`src/hw/isaPkg.sv`:
```
package isaPkg;
    localparam int WordWidth = 16;

    typedef logic [WordWidth-1:0] dataWord;
    typedef logic [4:0] aluOpCode;
    typedef logic [1:0] functCode;
    typedef logic [2:0] aluFunc;

    localparam aluOpCode OpAddi = 5'b01000;
    localparam aluOpCode OpSubi = 5'b01001;
    localparam aluOpCode OpXori = 5'b01010;
    localparam aluOpCode OpAndni = 5'b01011;
    localparam aluOpCode OpRoli = 5'b10100;
    localparam aluOpCode OpSlli = 5'b10101;
    localparam aluOpCode OpRori = 5'b10110;
    localparam aluOpCode OpSrli = 5'b10111;
    localparam aluOpCode OpSt = 5'b10000;
    localparam aluOpCode OpLd = 5'b10001;
    localparam aluOpCode OpStu = 5'b10011;
    localparam aluOpCode OpBtr = 5'b11001;
    localparam aluOpCode OpArith = 5'b11011;   // add, sub, xor, andn by funct
    localparam aluOpCode OpShift = 5'b11010;   // rol, sll, ror, srl by funct
    localparam aluOpCode OpSeq = 5'b11100;
    localparam aluOpCode OpSlt = 5'b11101;
    localparam aluOpCode OpSle = 5'b11110;
    localparam aluOpCode OpSco = 5'b11111;
    localparam aluOpCode OpBltz = 5'b01110;
    localparam aluOpCode OpBgez = 5'b01111;
    localparam aluOpCode OpLbi = 5'b11000;
    localparam aluOpCode OpSlbi = 5'b10010;

    localparam functCode FunctAdd = 2'b00;
    localparam functCode FunctSub = 2'b01;     // B minus A
    localparam functCode FunctXor = 2'b10;
    localparam functCode FunctAndn = 2'b11;
    localparam functCode FunctRol = 2'b00;
    localparam functCode FunctSll = 2'b01;
    localparam functCode FunctRor = 2'b10;
    localparam functCode FunctSrl = 2'b11;

    localparam aluFunc FuncRol = 3'b000;
    localparam aluFunc FuncSll = 3'b001;
    localparam aluFunc FuncRor = 3'b010;
    localparam aluFunc FuncSrl = 3'b011;
    localparam aluFunc FuncAdd = 3'b100;
    localparam aluFunc FuncSlbi = 3'b101;
    localparam aluFunc FuncXor = 3'b110;
    localparam aluFunc FuncAndn = 3'b111;
endpackage

```
`src/hw/flowPkg.sv`:
```
package flowPkg;
    // producer credits after reset, also the queue depth
    localparam int InCredits = 4;

    // credits toward the consumer after reset
    localparam int OutCredits = 2;

    localparam int CreditWidth = 3;

    typedef logic [CreditWidth-1:0] creditCount;
endpackage

```
`src/hw/aluControl.sv`:
```
`timescale 1ns/100ps

module aluControl (
    input  isaPkg::aluOpCode aluOp,
    input  isaPkg::functCode funct,
    output logic invA,
    output logic invB,
    output logic sign,
    output logic cin,
    output logic passA,
    output logic passB,
    output isaPkg::aluFunc aluCtl
);
    import isaPkg::*;

    always_comb begin
        invA = 1'b0;
        invB = 1'b0;
        sign = 1'b0;
        cin = 1'b0;
        passA = 1'b0;
        passB = 1'b0;
        aluCtl = FuncRol;

        case (aluOp)
            OpAddi: begin
                sign = 1'b1;
                aluCtl = FuncAdd;
            end
            OpSubi, OpSeq: begin                // B - A
                invA = 1'b1;
                cin = 1'b1;
                aluCtl = FuncAdd;
            end
            OpXori: aluCtl = FuncXor;
            OpAndni: begin
                invB = 1'b1;
                aluCtl = FuncAndn;
            end
            OpRoli: aluCtl = FuncRol;
            OpSlli: aluCtl = FuncSll;
            OpRori: aluCtl = FuncRor;
            OpSrli: aluCtl = FuncSrl;
            OpSt, OpLd, OpStu, OpBtr, OpSco: aluCtl = FuncAdd;
            OpArith: begin
                case (funct)
                    FunctAdd: aluCtl = FuncAdd;
                    FunctSub: begin
                        invA = 1'b1;
                        cin = 1'b1;
                        aluCtl = FuncAdd;
                    end
                    FunctXor: aluCtl = FuncXor;
                    default: begin              // andn
                        invB = 1'b1;
                        aluCtl = FuncAndn;
                    end
                endcase
            end
            OpShift: begin
                case (funct)
                    FunctRol: aluCtl = FuncRol;
                    FunctSll: aluCtl = FuncSll;
                    FunctRor: aluCtl = FuncRor;
                    default: aluCtl = FuncSrl;
                endcase
            end
            OpSlt, OpSle, OpBltz, OpBgez: begin  // signed A - B
                sign = 1'b1;
                invB = 1'b1;
                cin = 1'b1;
                aluCtl = FuncAdd;
            end
            OpLbi: passB = 1'b1;
            OpSlbi: aluCtl = FuncSlbi;
            default: begin                      // halt, nop and unused codes
                aluCtl = FuncRol;
            end
        endcase
    end
endmodule

```
`src/hw/rotShifter.sv`:
```
`timescale 1ns/100ps

module rotShifter (
    input  isaPkg::dataWord din,
    input  logic [3:0] amount,
    input  logic [1:0] mode,
    output isaPkg::dataWord dout
);
    import isaPkg::*;

    dataWord stg [5];

    assign stg[0] = din;

    // stage k moves by 2**k when amount[k] is set
    for (genvar k = 0; k < 4; k++) begin : gStage
        localparam int Dist = 1 << k;

        dataWord moved;

        always_comb begin
            case (mode)
                2'b00: begin    // rol
                    moved = {stg[k][WordWidth-1-Dist:0], stg[k][WordWidth-1:WordWidth-Dist]};
                end
                2'b01: begin    // sll
                    moved = {stg[k][WordWidth-1-Dist:0], {Dist{1'b0}}};
                end
                2'b10: begin    // ror
                    moved = {stg[k][Dist-1:0], stg[k][WordWidth-1:Dist]};
                end
                default: begin  // srl
                    moved = {{Dist{1'b0}}, stg[k][WordWidth-1:Dist]};
                end
            endcase
        end

        assign stg[k+1] = amount[k] ? moved : stg[k];
    end

    assign dout = stg[4];
endmodule

```
`src/hw/alu.sv`:
```
`timescale 1ns/100ps

module alu (
    input  isaPkg::dataWord opA,
    input  isaPkg::dataWord opB,
    input  logic invA,
    input  logic invB,
    input  logic sign,
    input  logic cin,
    input  logic passA,
    input  logic passB,
    input  isaPkg::aluFunc aluCtl,
    output isaPkg::dataWord aluOut,
    output logic carryOut,
    output logic overflow,
    output logic negative,
    output logic zero
);
    import isaPkg::*;

    dataWord aIn;
    dataWord bIn;
    dataWord sum;
    dataWord shiftOut;
    dataWord funcOut;
    logic [WordWidth:0] wideSum;
    logic signedOvf;

    assign aIn = invA ? ~opA : opA;
    assign bIn = invB ? ~opB : opB;

    assign wideSum = {1'b0, aIn} + {1'b0, bIn} + {{WordWidth{1'b0}}, cin};
    assign sum = wideSum[WordWidth-1:0];
    assign carryOut = wideSum[WordWidth];

    // same input signs, different result sign
    assign signedOvf = (aIn[WordWidth-1] == bIn[WordWidth-1]) &&
                       (sum[WordWidth-1] != aIn[WordWidth-1]);
    assign overflow = sign ? signedOvf : carryOut;
    assign negative = sum[WordWidth-1];
    assign zero = (sum == '0);

    rotShifter shifter (
        .din(aIn),
        .amount(opB[3:0]),
        .mode(aluCtl[1:0]),
        .dout(shiftOut)
    );

    always_comb begin
        case (aluCtl)
            FuncRol, FuncSll, FuncRor, FuncSrl: funcOut = shiftOut;
            FuncAdd: funcOut = sum;
            FuncSlbi: funcOut = (aIn << 8) | dataWord'(bIn[7:0]);
            FuncXor: funcOut = aIn ^ bIn;
            FuncAndn: funcOut = aIn & bIn;     // B already inverted
            default: funcOut = sum;
        endcase
    end

    assign aluOut = passB ? opB : (passA ? opA : funcOut);
endmodule

```
`src/hw/resultSelect.sv`:
```
`timescale 1ns/100ps

module resultSelect (
    input  isaPkg::aluOpCode aluOp,
    input  isaPkg::dataWord opA,
    input  isaPkg::dataWord aluOut,
    input  logic carryOut,
    input  logic overflow,
    input  logic negative,
    input  logic zero,
    output isaPkg::dataWord result,
    output logic branchTaken
);
    import isaPkg::*;

    logic lessThan;
    dataWord reversed;

    assign lessThan = negative ^ overflow;  // signed A < B

    always_comb begin
        for (int i = 0; i < WordWidth; i++) begin
            reversed[i] = opA[WordWidth-1-i];
        end
    end

    always_comb begin
        result = aluOut;
        branchTaken = 1'b0;

        case (aluOp)
            OpSeq: result = dataWord'(zero);
            OpSlt: result = dataWord'(lessThan);
            OpSle: result = dataWord'(lessThan | zero);
            OpSco: result = dataWord'(carryOut);
            OpBtr: result = reversed;
            OpBltz: branchTaken = opA[WordWidth-1];
            OpBgez: branchTaken = ~opA[WordWidth-1];
            default: result = aluOut;
        endcase
    end
endmodule

```
`src/hw/resultQueue.sv`:
```
`timescale 1ns/100ps

module resultQueue #(
    parameter int Depth = flowPkg::InCredits
) (
    input  logic clk,
    input  logic rstN,
    input  logic push,
    input  logic [isaPkg::WordWidth:0] pushData,
    input  logic pop,
    output logic [isaPkg::WordWidth:0] popData,
    output logic empty
);
    import isaPkg::*;

    localparam int PtrWidth = $clog2(Depth);
    localparam int CountWidth = $clog2(Depth + 1);

    logic [WordWidth:0] mem [Depth];
    logic [PtrWidth-1:0] wrPtr;
    logic [PtrWidth-1:0] rdPtr;
    logic [CountWidth-1:0] count;
    logic full;

    assign empty = (count == '0);
    assign full = (count == CountWidth'(Depth));
    assign popData = mem[rdPtr];

    always_ff @(posedge clk) begin
        if (push) begin
            mem[wrPtr] <= pushData;
        end
    end

    always_ff @(posedge clk) begin
        if (!rstN) begin
            wrPtr <= '0;
            rdPtr <= '0;
            count <= '0;
        end else begin
            if (push) begin
                wrPtr <= (wrPtr == PtrWidth'(Depth - 1)) ? '0 : wrPtr + 1'b1;
            end
            if (pop) begin
                rdPtr <= (rdPtr == PtrWidth'(Depth - 1)) ? '0 : rdPtr + 1'b1;
            end
            count <= count + CountWidth'(push) - CountWidth'(pop);
        end
    end

    // producer credits must keep the queue within its depth
    noOverflow: assert property (@(posedge clk) disable iff (!rstN) !(push && full && !pop));
    noUnderflow: assert property (@(posedge clk) disable iff (!rstN) !(pop && empty));
endmodule

```
`src/hw/execUnit.sv`:
```
`timescale 1ns/100ps

module execUnit (
    input  logic clk,
    input  logic rstN,
    input  logic inValid,
    input  isaPkg::aluOpCode aluOp,
    input  isaPkg::functCode funct,
    input  isaPkg::dataWord opA,
    input  isaPkg::dataWord opB,
    input  logic outCredit,
    output logic inCredit,
    output logic outValid,
    output isaPkg::dataWord result,
    output logic branchTaken
);
    import isaPkg::*;
    import flowPkg::*;

    logic invA, invB, sign, cin, passA, passB;
    aluFunc aluCtl;
    dataWord aluOut;
    logic carryOut, overflow, negative, zero;

    logic s1Valid;
    aluOpCode s1AluOp;
    dataWord s1OpA;
    dataWord s1AluOut;
    logic s1Carry, s1Overflow, s1Negative, s1Zero;

    dataWord selResult;
    logic selBranch;
    logic s2Valid;
    logic [WordWidth:0] s2Item;     // {branchTaken, result}

    logic [WordWidth:0] headItem;
    logic qEmpty;
    logic pop;
    creditCount outCredits;

    aluControl ctrl (
        .aluOp(aluOp), .funct(funct),
        .invA(invA), .invB(invB), .sign(sign), .cin(cin),
        .passA(passA), .passB(passB), .aluCtl(aluCtl)
    );

    alu alu0 (
        .opA(opA), .opB(opB),
        .invA(invA), .invB(invB), .sign(sign), .cin(cin),
        .passA(passA), .passB(passB), .aluCtl(aluCtl),
        .aluOut(aluOut), .carryOut(carryOut), .overflow(overflow),
        .negative(negative), .zero(zero)
    );

    resultSelect sel (
        .aluOp(s1AluOp), .opA(s1OpA), .aluOut(s1AluOut),
        .carryOut(s1Carry), .overflow(s1Overflow), .negative(s1Negative), .zero(s1Zero),
        .result(selResult), .branchTaken(selBranch)
    );

    resultQueue queue (
        .clk(clk), .rstN(rstN),
        .push(s2Valid), .pushData(s2Item),
        .pop(pop), .popData(headItem), .empty(qEmpty)
    );

    assign pop = !qEmpty && (outCredits != '0);

    always_ff @(posedge clk) begin
        s1AluOp <= aluOp;
        s1OpA <= opA;
        s1AluOut <= aluOut;
        s1Carry <= carryOut;
        s1Overflow <= overflow;
        s1Negative <= negative;
        s1Zero <= zero;
        s2Item <= {selBranch, selResult};
        if (pop) begin
            {branchTaken, result} <= headItem;
        end
    end

    always_ff @(posedge clk) begin
        if (!rstN) begin
            s1Valid <= 1'b0;
            s2Valid <= 1'b0;
            outValid <= 1'b0;
            inCredit <= 1'b0;
            outCredits <= creditCount'(OutCredits);
        end else begin
            s1Valid <= inValid;
            s2Valid <= s1Valid;
            outValid <= pop;
            inCredit <= pop;            // slot freed, credit back to producer
            case ({outCredit, pop})
                2'b10: outCredits <= outCredits + 1'b1;
                2'b01: outCredits <= outCredits - 1'b1;
                default: outCredits <= outCredits;
            endcase
        end
    end

    creditBound: assert property (@(posedge clk) disable iff (!rstN)
        outCredits <= creditCount'(OutCredits));
    sendWithCredit: assert property (@(posedge clk) disable iff (!rstN)
        outValid |-> $past(outCredits) != '0);
endmodule

```
`config.mk`:
```
export PLATFORM = sky130hd
export DESIGN_NAME = execUnit
export DESIGN_NICKNAME = d
export VERILOG_FILES = /design/src/hw/isaPkg.sv /design/src/hw/flowPkg.sv /design/src/hw/aluControl.sv /design/src/hw/rotShifter.sv /design/src/hw/alu.sv /design/src/hw/resultSelect.sv /design/src/hw/resultQueue.sv /design/src/hw/execUnit.sv
export SDC_FILE = /design/constraint.sdc
export NUM_CORES = 1
export LEC_CHECK = 0
export BUFFER_PORTS_ARGS = -buffer_cell sky130_fd_sc_hd__buf_2
export CAP_MARGIN = 20
export CORE_AREA = 2 2 107 187
export CTS_BUF_LIST = sky130_fd_sc_hd__clkbuf_4
export CTS_CLUSTER_DIAMETER = 30
export DETAILED_ROUTE_END_ITERATION = 8
export DIE_AREA = 0 0 109 189
export PLACE_DENSITY = 0.67
export SYNTH_ARGS = -nofsm -noshare
export SYNTH_HDL_FRONTEND = slang
export SYNTH_SLANG_ARGS = --single-unit
```
`constraint.sdc`:
```
create_clock -name clk -period 7.92 [get_ports clk]
set_input_delay 1.188 -clock clk [delete_from_list [all_inputs] [get_ports clk]]
set_output_delay 1.188 -clock clk [all_outputs]
set_load 0.03 [all_outputs]
```
==> impl_metrics.json, run 1 <==
{
  "coreArea_sq_um": 19030,
  "synth_edf_count": 85,
  "timing.hold.ws_ns": 0.4442,
  "die_w_um": 109,
  "clkSinkCount": 156,
  "grt_pass1_wl_mm": 46.75,
  "routedWlPerCell_um": 25.86,
  "maxSlewHeadroom_pct": 35.98,
  "cellPowerDensity_nw_per_um2": 249.6,
  "drc": 0,
  "final_antenna_net_count": 0,
  "drt_wl_total_mm": 31.03,
  "synth-async-reset-ratio_pct": 0,
  "drv_slew": 0,
  "synth_cells": 910,
  "synth-main-ff-cell": "edfxtp_1",
  "n_fill_cell": 1718,
  "place.gp.congestion": 1.086,
  "setup_viol_count_final": 0,
  "clkTransAtPathRegs_ns": 0.14,
  "fin_crit_sh_pct": 70.32,
  "cts_resized": 0,
  "die_h_um": 189,
  "die_area_sq_um": 20600,
  "worstSkewPairLatency_ns": 0.57,
  "synth_most_common_cell": "edfxtp_1",
  "grt-ovfl-total": 0,
  "syn2layout_area_growth_pct": 7.829,
  "grt_max_degree": 49,
  "yosysTopAreaCell": "edfxtp_1",
  "cp.arrival_ns": 6.04,
  "final_cell_area_sq_um": 10130,
  "worst-path-max-fanout": 32,
  "avgSynthCellArea_sq_um": 10.33,
  "placed_cell_area_sq_um": 9838,
  "p_leak_nw": 3.754,
  "cts_root_buffer": "clkbuf_4",
  "path_class": "input pin to register",
  "hold_viol_final": 0,
  "vias": 8078,
  "synthTopCellsByArea": "edfxtp_1, dfxtp_1, xnor2_1, mux4_2, ha_1",
  "final_layout_size_suffix_gt1_share_pct": 16.39,
  "cts_buffers": 17,
  "cp_data_required_time_ns": 8.39,
  "syn_area_sq_um": 9397,
  "startpoint_type": "input pin",
  "rows": 67,
  "setup_slack_ns": 2.350,
  "cap_violations": 0,
  "hpwlAfterDp_mm": 22.88,
  "antenna_found_initial": 1,
  "ys_top_cells_by_count": "edfxtp_1, dfxtp_1, xnor2_1",
  "yosys.cell_types.count": 87,
  "cts_hold_buf": 0,
  "worstMarginPinSlew_ns": 0.9558,
  "numPortBuffers": 61,
  "cts_setup_buffers": 0,
  "clockBufferDepth": 2,
  "synth_seq_cells": 156,
  "io_pins": 62,
  "hp-class": "register to register",
  "yosysTopAreaCellShare_pct": 27.16,
  "initial_core_util_pct": 49.38,
  "ys_warn_count": 0,
  "first_pass_iters": 8,
  "pre_cts_slack_ns": 1.853,
  "cts_tree": "done",
  "cp-end-kind": "register",
  "grtUsageTotal_pct": 31.19,
  "fin_nets": 1016,
  "h-tree-depth": 4,
  "ys_seq_area_share_pct": 42.29,
  "clock_skew_ns": 0.02696,
  "synth_nets": 981,
  "period_needed_ns": 5.570,
  "status": "finished clean",
  "via_per_inst": 6.732,
  "drt_iter0_drc": 1006,
  "fmax_mhz": 179.5,
  "fin_setup_tns_ns": 0,
  "grt_pass1_vias": 7855,
  "peakVddDrop_mv": 0.2698,
  "rsz0062_at_grt": "no"
}
==> per-stage QoR <==
stage                     std cells  util [%]  power [mW]
after floorplan                 910         -       1.784
after global placement         1166     51.70       2.035
after detailed placement       1166     51.70       2.044
after CTS                      1198     53.15       2.517
after global routing           1200     53.24       2.658
final                          1200     53.24       2.529
==> worst max-delay path: stages <==
cell and delay, ns:
buf_2 0.46, inv_1 0.45, mux2i_1 0.25, a32o_1 0.14
nand2_1 0.55, xnor2_1 0.54, fa_1 0.29, inv_1 0.07
fa_1 0.47, nor2b_1 0.17, o31a_1 0.21, o21a_1 0.18
nor2_1 0.07, nor4_1 0.33, and4b_1 0.23, nand3_1 0.08
nor4b_1 0.33
==> layer usage <==
metal / vias to the layer above / wire [um] / global-route usage, %
li1: 3566 / - / -
met5: - / 0 / 0
met3: 178 / 2207 / 5.955
met2: 485 / 15630 / 53.49
met1: 3849 / 10150 / 31.99
met4: 0 / 3049 / 25.59
==> placed cells by master, fill, tap and decap left out, types with 10 or more instances in the layout <==
| master | synthesis | final |
|---|---|---|
| buf_4 | 4 | 15 |
| dfxtp_1 | 71 | 71 |
| nand2_1 | 64 | 64 |
| ha_1 | 24 | 24 |
| o21ai_0 | 40 | 40 |
| a311oi_1 | 10 | 10 |
| a21o_1 | 10 | 10 |
| inv_1 | 22 | 22 |
| o211ai_1 | 13 | 13 |
| edfxtp_1 | 85 | 85 |
| a21oi_1 | 39 | 39 |
| nand3_1 | 28 | 28 |
| xor2_1 | 10 | 10 |
| mux2i_1 | 18 | 18 |
| a221oi_1 | 11 | 11 |
| o221ai_1 | 10 | 10 |
| a211oi_1 | 12 | 12 |
| nor2_1 | 66 | 65 |
| o21ai_1 | 13 | 13 |
| xnor2_1 | 68 | 68 |
| clkbuf_4 | 0 | 18 |
| buf_2 | 17 | 61 |
| mux4_2 | 24 | 24 |
| a22o_1 | 18 | 18 |
| a31oi_1 | 17 | 17 |
| nor3_1 | 11 | 11 |
| and2_1 | 19 | 19 |
==> final cells by class <==
class / instances / area, sq um / share of cell area, %
tap: 241 / 301.5 / 2.976
inverter: 22 / 82.58 / 0.8150
antenna: 1 / 2.502 / 0.02470
sequential: 156 / 3974 / 39.22
clock buffer: 18 / 135.1 / 1.334
clock inverter: 14 / 141.4 / 1.395
multi-input combinational: 671 / 5062 / 49.96
timing repair buffer: 77 / 432.9 / 4.273
==> cell families after synthesis <==
group	synth area share, %
multiplexers	8.269
buffers and inverters	3.862
adder cells (fa/ha/maj)	4.048
AO/OA/AOI/OAI	21.52
flip-flops	42.29
XOR/XNOR	7.270
AND/OR/NAND/NOR	12.74
==> final timing paths <==
path	slack (ns)	end	depth (start not counted)	from
worst min register to register	0.44	s2Valid	1	s1Valid
worst min-delay path	0.44	s2Valid	1	s1Valid
worst max register to register	5.74	queue.count[2]	10	outCredits[0]
worst max-delay path	2.35	s1Zero	17	aluOp[1]
==> power breakdown <==
part	leakage [nW]	total [mW]	switching, mW	internal [mW]
clock network	0.138	0.479	0.288	0.190
logic	2.23	0.939	0.560	0.379
registers	1.38	1.11	0.0818	1.03
total	3.75	2.53	0.930	1.60
==> registers in the layout (all words and copies together), names as in the netlist, 2 cells and up <==
| signal | flops |
|---|---|
| result | 16 |
| s1OpA | 16 |
| s1AluOut | 16 |
| queue.count | 3 |
| s2Item | 17 |
| s1AluOp | 5 |
| queue.wrPtr | 2 |
| outCredits | 3 |
| queue.mem | 68 |
| queue.rdPtr | 2 |
Power figures use the tool's default switching activity.
==> run 2: changes to the inputs <==
- PLACE_DENSITY: 0.67 -> 0.69
- clock period: 7.92 -> 4.88 ns (I/O delays scaled with it)
==> run 2 against run 1 <==
Net effect:
- non-clock buffer count up 24
- final cell count up 2.0%
- highest routed layer unchanged
- first-iteration DRC count decreased by 30%
- largest cell class unchanged
- critical endpoint unchanged
- flip-flop and latch count did not move
==> impl_metrics.json, run 2 (synthesized netlist as in run 1, its figures left out) <==
{
  "rsz0062_at_grt": "no",
  "worstSkewPairLatency_ns": 0.56,
  "cts_root_buffer": "clkbuf_4",
  "r2r_slack_ns": 2.54,
  "cts_hold_buf": 0,
  "cellPowerDensity_nw_per_um2": 408.6,
  "final_layout_size_suffix_gt1_share_pct": 18.43,
  "worst-path-max-fanout": 25,
  "cp-startpoint": "aluOp[2]",
  "hold_viol_final": 0,
  "status": "finished clean",
  "initial_core_util_pct": 49.38,
  "worstMarginPinSlew_ns": 1.012,
  "fin_nets": 1040,
  "maxSlewHeadroom_pct": 32.05,
  "die_area_sq_um": 20600,
  "cts_tree": "done",
  "h-tree-depth": 4,
  "hp-start": "opA[0]",
  "grt_pass1_vias": 8092,
  "fin_crit_sh_pct": 83.43,
  "clockBufferDepth": 2,
  "clkSinkCount": 156,
  "drv_slew": 0,
  "antenna_found_initial": 1,
  "drt_iter0_drc": 706,
  "clock_skew_ns": 0.02562,
  "cts_setup_buffers": 0,
  "setup_viol_count_final": 0,
  "cp.arrival_ns": 4.53,
  "grtUsageTotal_pct": 32.09,
  "top_register": "queue.mem",
  "cts_resized": 0,
  "place.gp.congestion": 1.044,
  "via_per_inst": 6.605,
  "rows": 67,
  "clkTransAtPathRegs_ns": 0.14,
  "vias": 8085,
  "setup_slack_ns": 0.8088,
  "p_leak_nw": 3.893,
  "grt_max_degree": 45,
  "final_antenna_net_count": 0,
  "cap_violations": 0,
  "largest_reg_flops": 68,
  "coreArea_sq_um": 19030,
  "fin_setup_tns_ns": 0,
  "drc": 0,
  "largestRegisters": "queue.mem (68), s2Item (17)",
  "grt-ovfl-total": 0,
  "die_h_um": 189,
  "period_needed_ns": 4.071,
  "hpwlAfterDp_mm": 24.92,
  "routedWlPerCell_um": 26.20,
  "peakVddDrop_mv": 0.3775,
  "grt_pass1_wl_mm": 47.71,
  "layout_commonest_cell": "edfxtp_1",
  "final_cell_mix": "edfxtp_1, dfxtp_1, xnor2_1, nor2_1, nand2_1",
  "pre_cts_slack_ns": 0.2389,
  "numPortBuffers": 61,
  "die_w_um": 109,
  "hp-class": "input pin to register",
  "cp_data_required_time_ns": 5.34,
  "syn2layout_area_growth_pct": 10.21,
  "path_class": "input pin to register",
  "drt_wl_total_mm": 32.07,
  "cp-end-kind": "register",
  "startpoint_type": "input pin",
  "io_pins": 62,
  "timing.rr.start": "queue.count[1]",
  "first_pass_iters": 9,
  "cts_buffers": 17,
  "fmax_mhz": 245.6
}
[run 2: cell types whose count changed in the layout (fill, tap and decap cells not counted)]
cell	delta
buf_4	+25
clkinv_4	+3
inv_6	-3
bufinv_16	+2
clkinvlp_4	-2
buf_8	-1
clkinv_2	-1
inv_8	+1
[run 2: where the power goes]
group          internal (mW)  total (mW)  switching (mW)  leakage (nW)
combinational          0.623        1.56           0.933          2.34
sequential              1.67        1.80           0.130          1.38
clock                  0.414       0.876           0.462         0.167
total                   2.71        4.23            1.52          3.89
[run 2: area by class of cell]
cell class,count,area (sq um)
Tap cell,241,301.5
Sequential cell,156,3974
Fill cell,1719,8673
Clock buffer,18,135.1
Multi-Input combinational cell,671,5062
Clock inverter,14,192.7
Antenna cell,1,2.502
Timing Repair Buffer,101,605.6
Inverter,22,82.58
[run 2: final timing paths]
kind                          to  cells after the start
setup / recovery          s1Zero                     16
hold / removal          s1OpA[0]                      1
setup reg to reg  queue.count[2]                     11
hold reg to reg          s2Valid                      1
[run 2: critical path, stage by stage]
cell     delay (ns)
buf_2          0.22
or3b_4         0.44
a21o_1         0.23
and2_4         0.31
xnor2_1        0.26
buf_4          0.17
inv_1          0.05
fa_1           0.41
nor2b_1        0.17
o31a_1         0.22
o21a_1         0.16
nor2_1         0.07
nor4_1         0.42
and4b_1        0.25
nand3_1        0.08
nor4b_1        0.33
[run 2: stage by stage]
| step | cell area (sq um) | hold WS [ns] | std cells | total power, mW | utilization, % |
|---|---|---|---|---|---|
| detailed placement | 10020 | 0.4281 | 1190 | 3.372 | 52.65 |
| global route | 10360 | 0.3153 | 1224 | 4.447 | 54.42 |
| global placement | 10010 | 0.4226 | 1189 | 3.351 | 52.61 |
| CTS | 10350 | 0.3278 | 1222 | 4.241 | 54.37 |
| finish | 10360 | 0.3659 | 1224 | 4.232 | 54.42 |
| floorplan | 9397 | 0.4119 | 910 | 2.895 | - |
[run 2: per-layer routing]
layer  global-route usage (%)  up-vias  part of all wire [%]
li1                         -     3609                     -
met1                    31.45     3862                    32
met5                        0        -                     0
met3                    5.095      173                   5.9
met4                    26.33        0                    10
met2                    57.31      441                    52
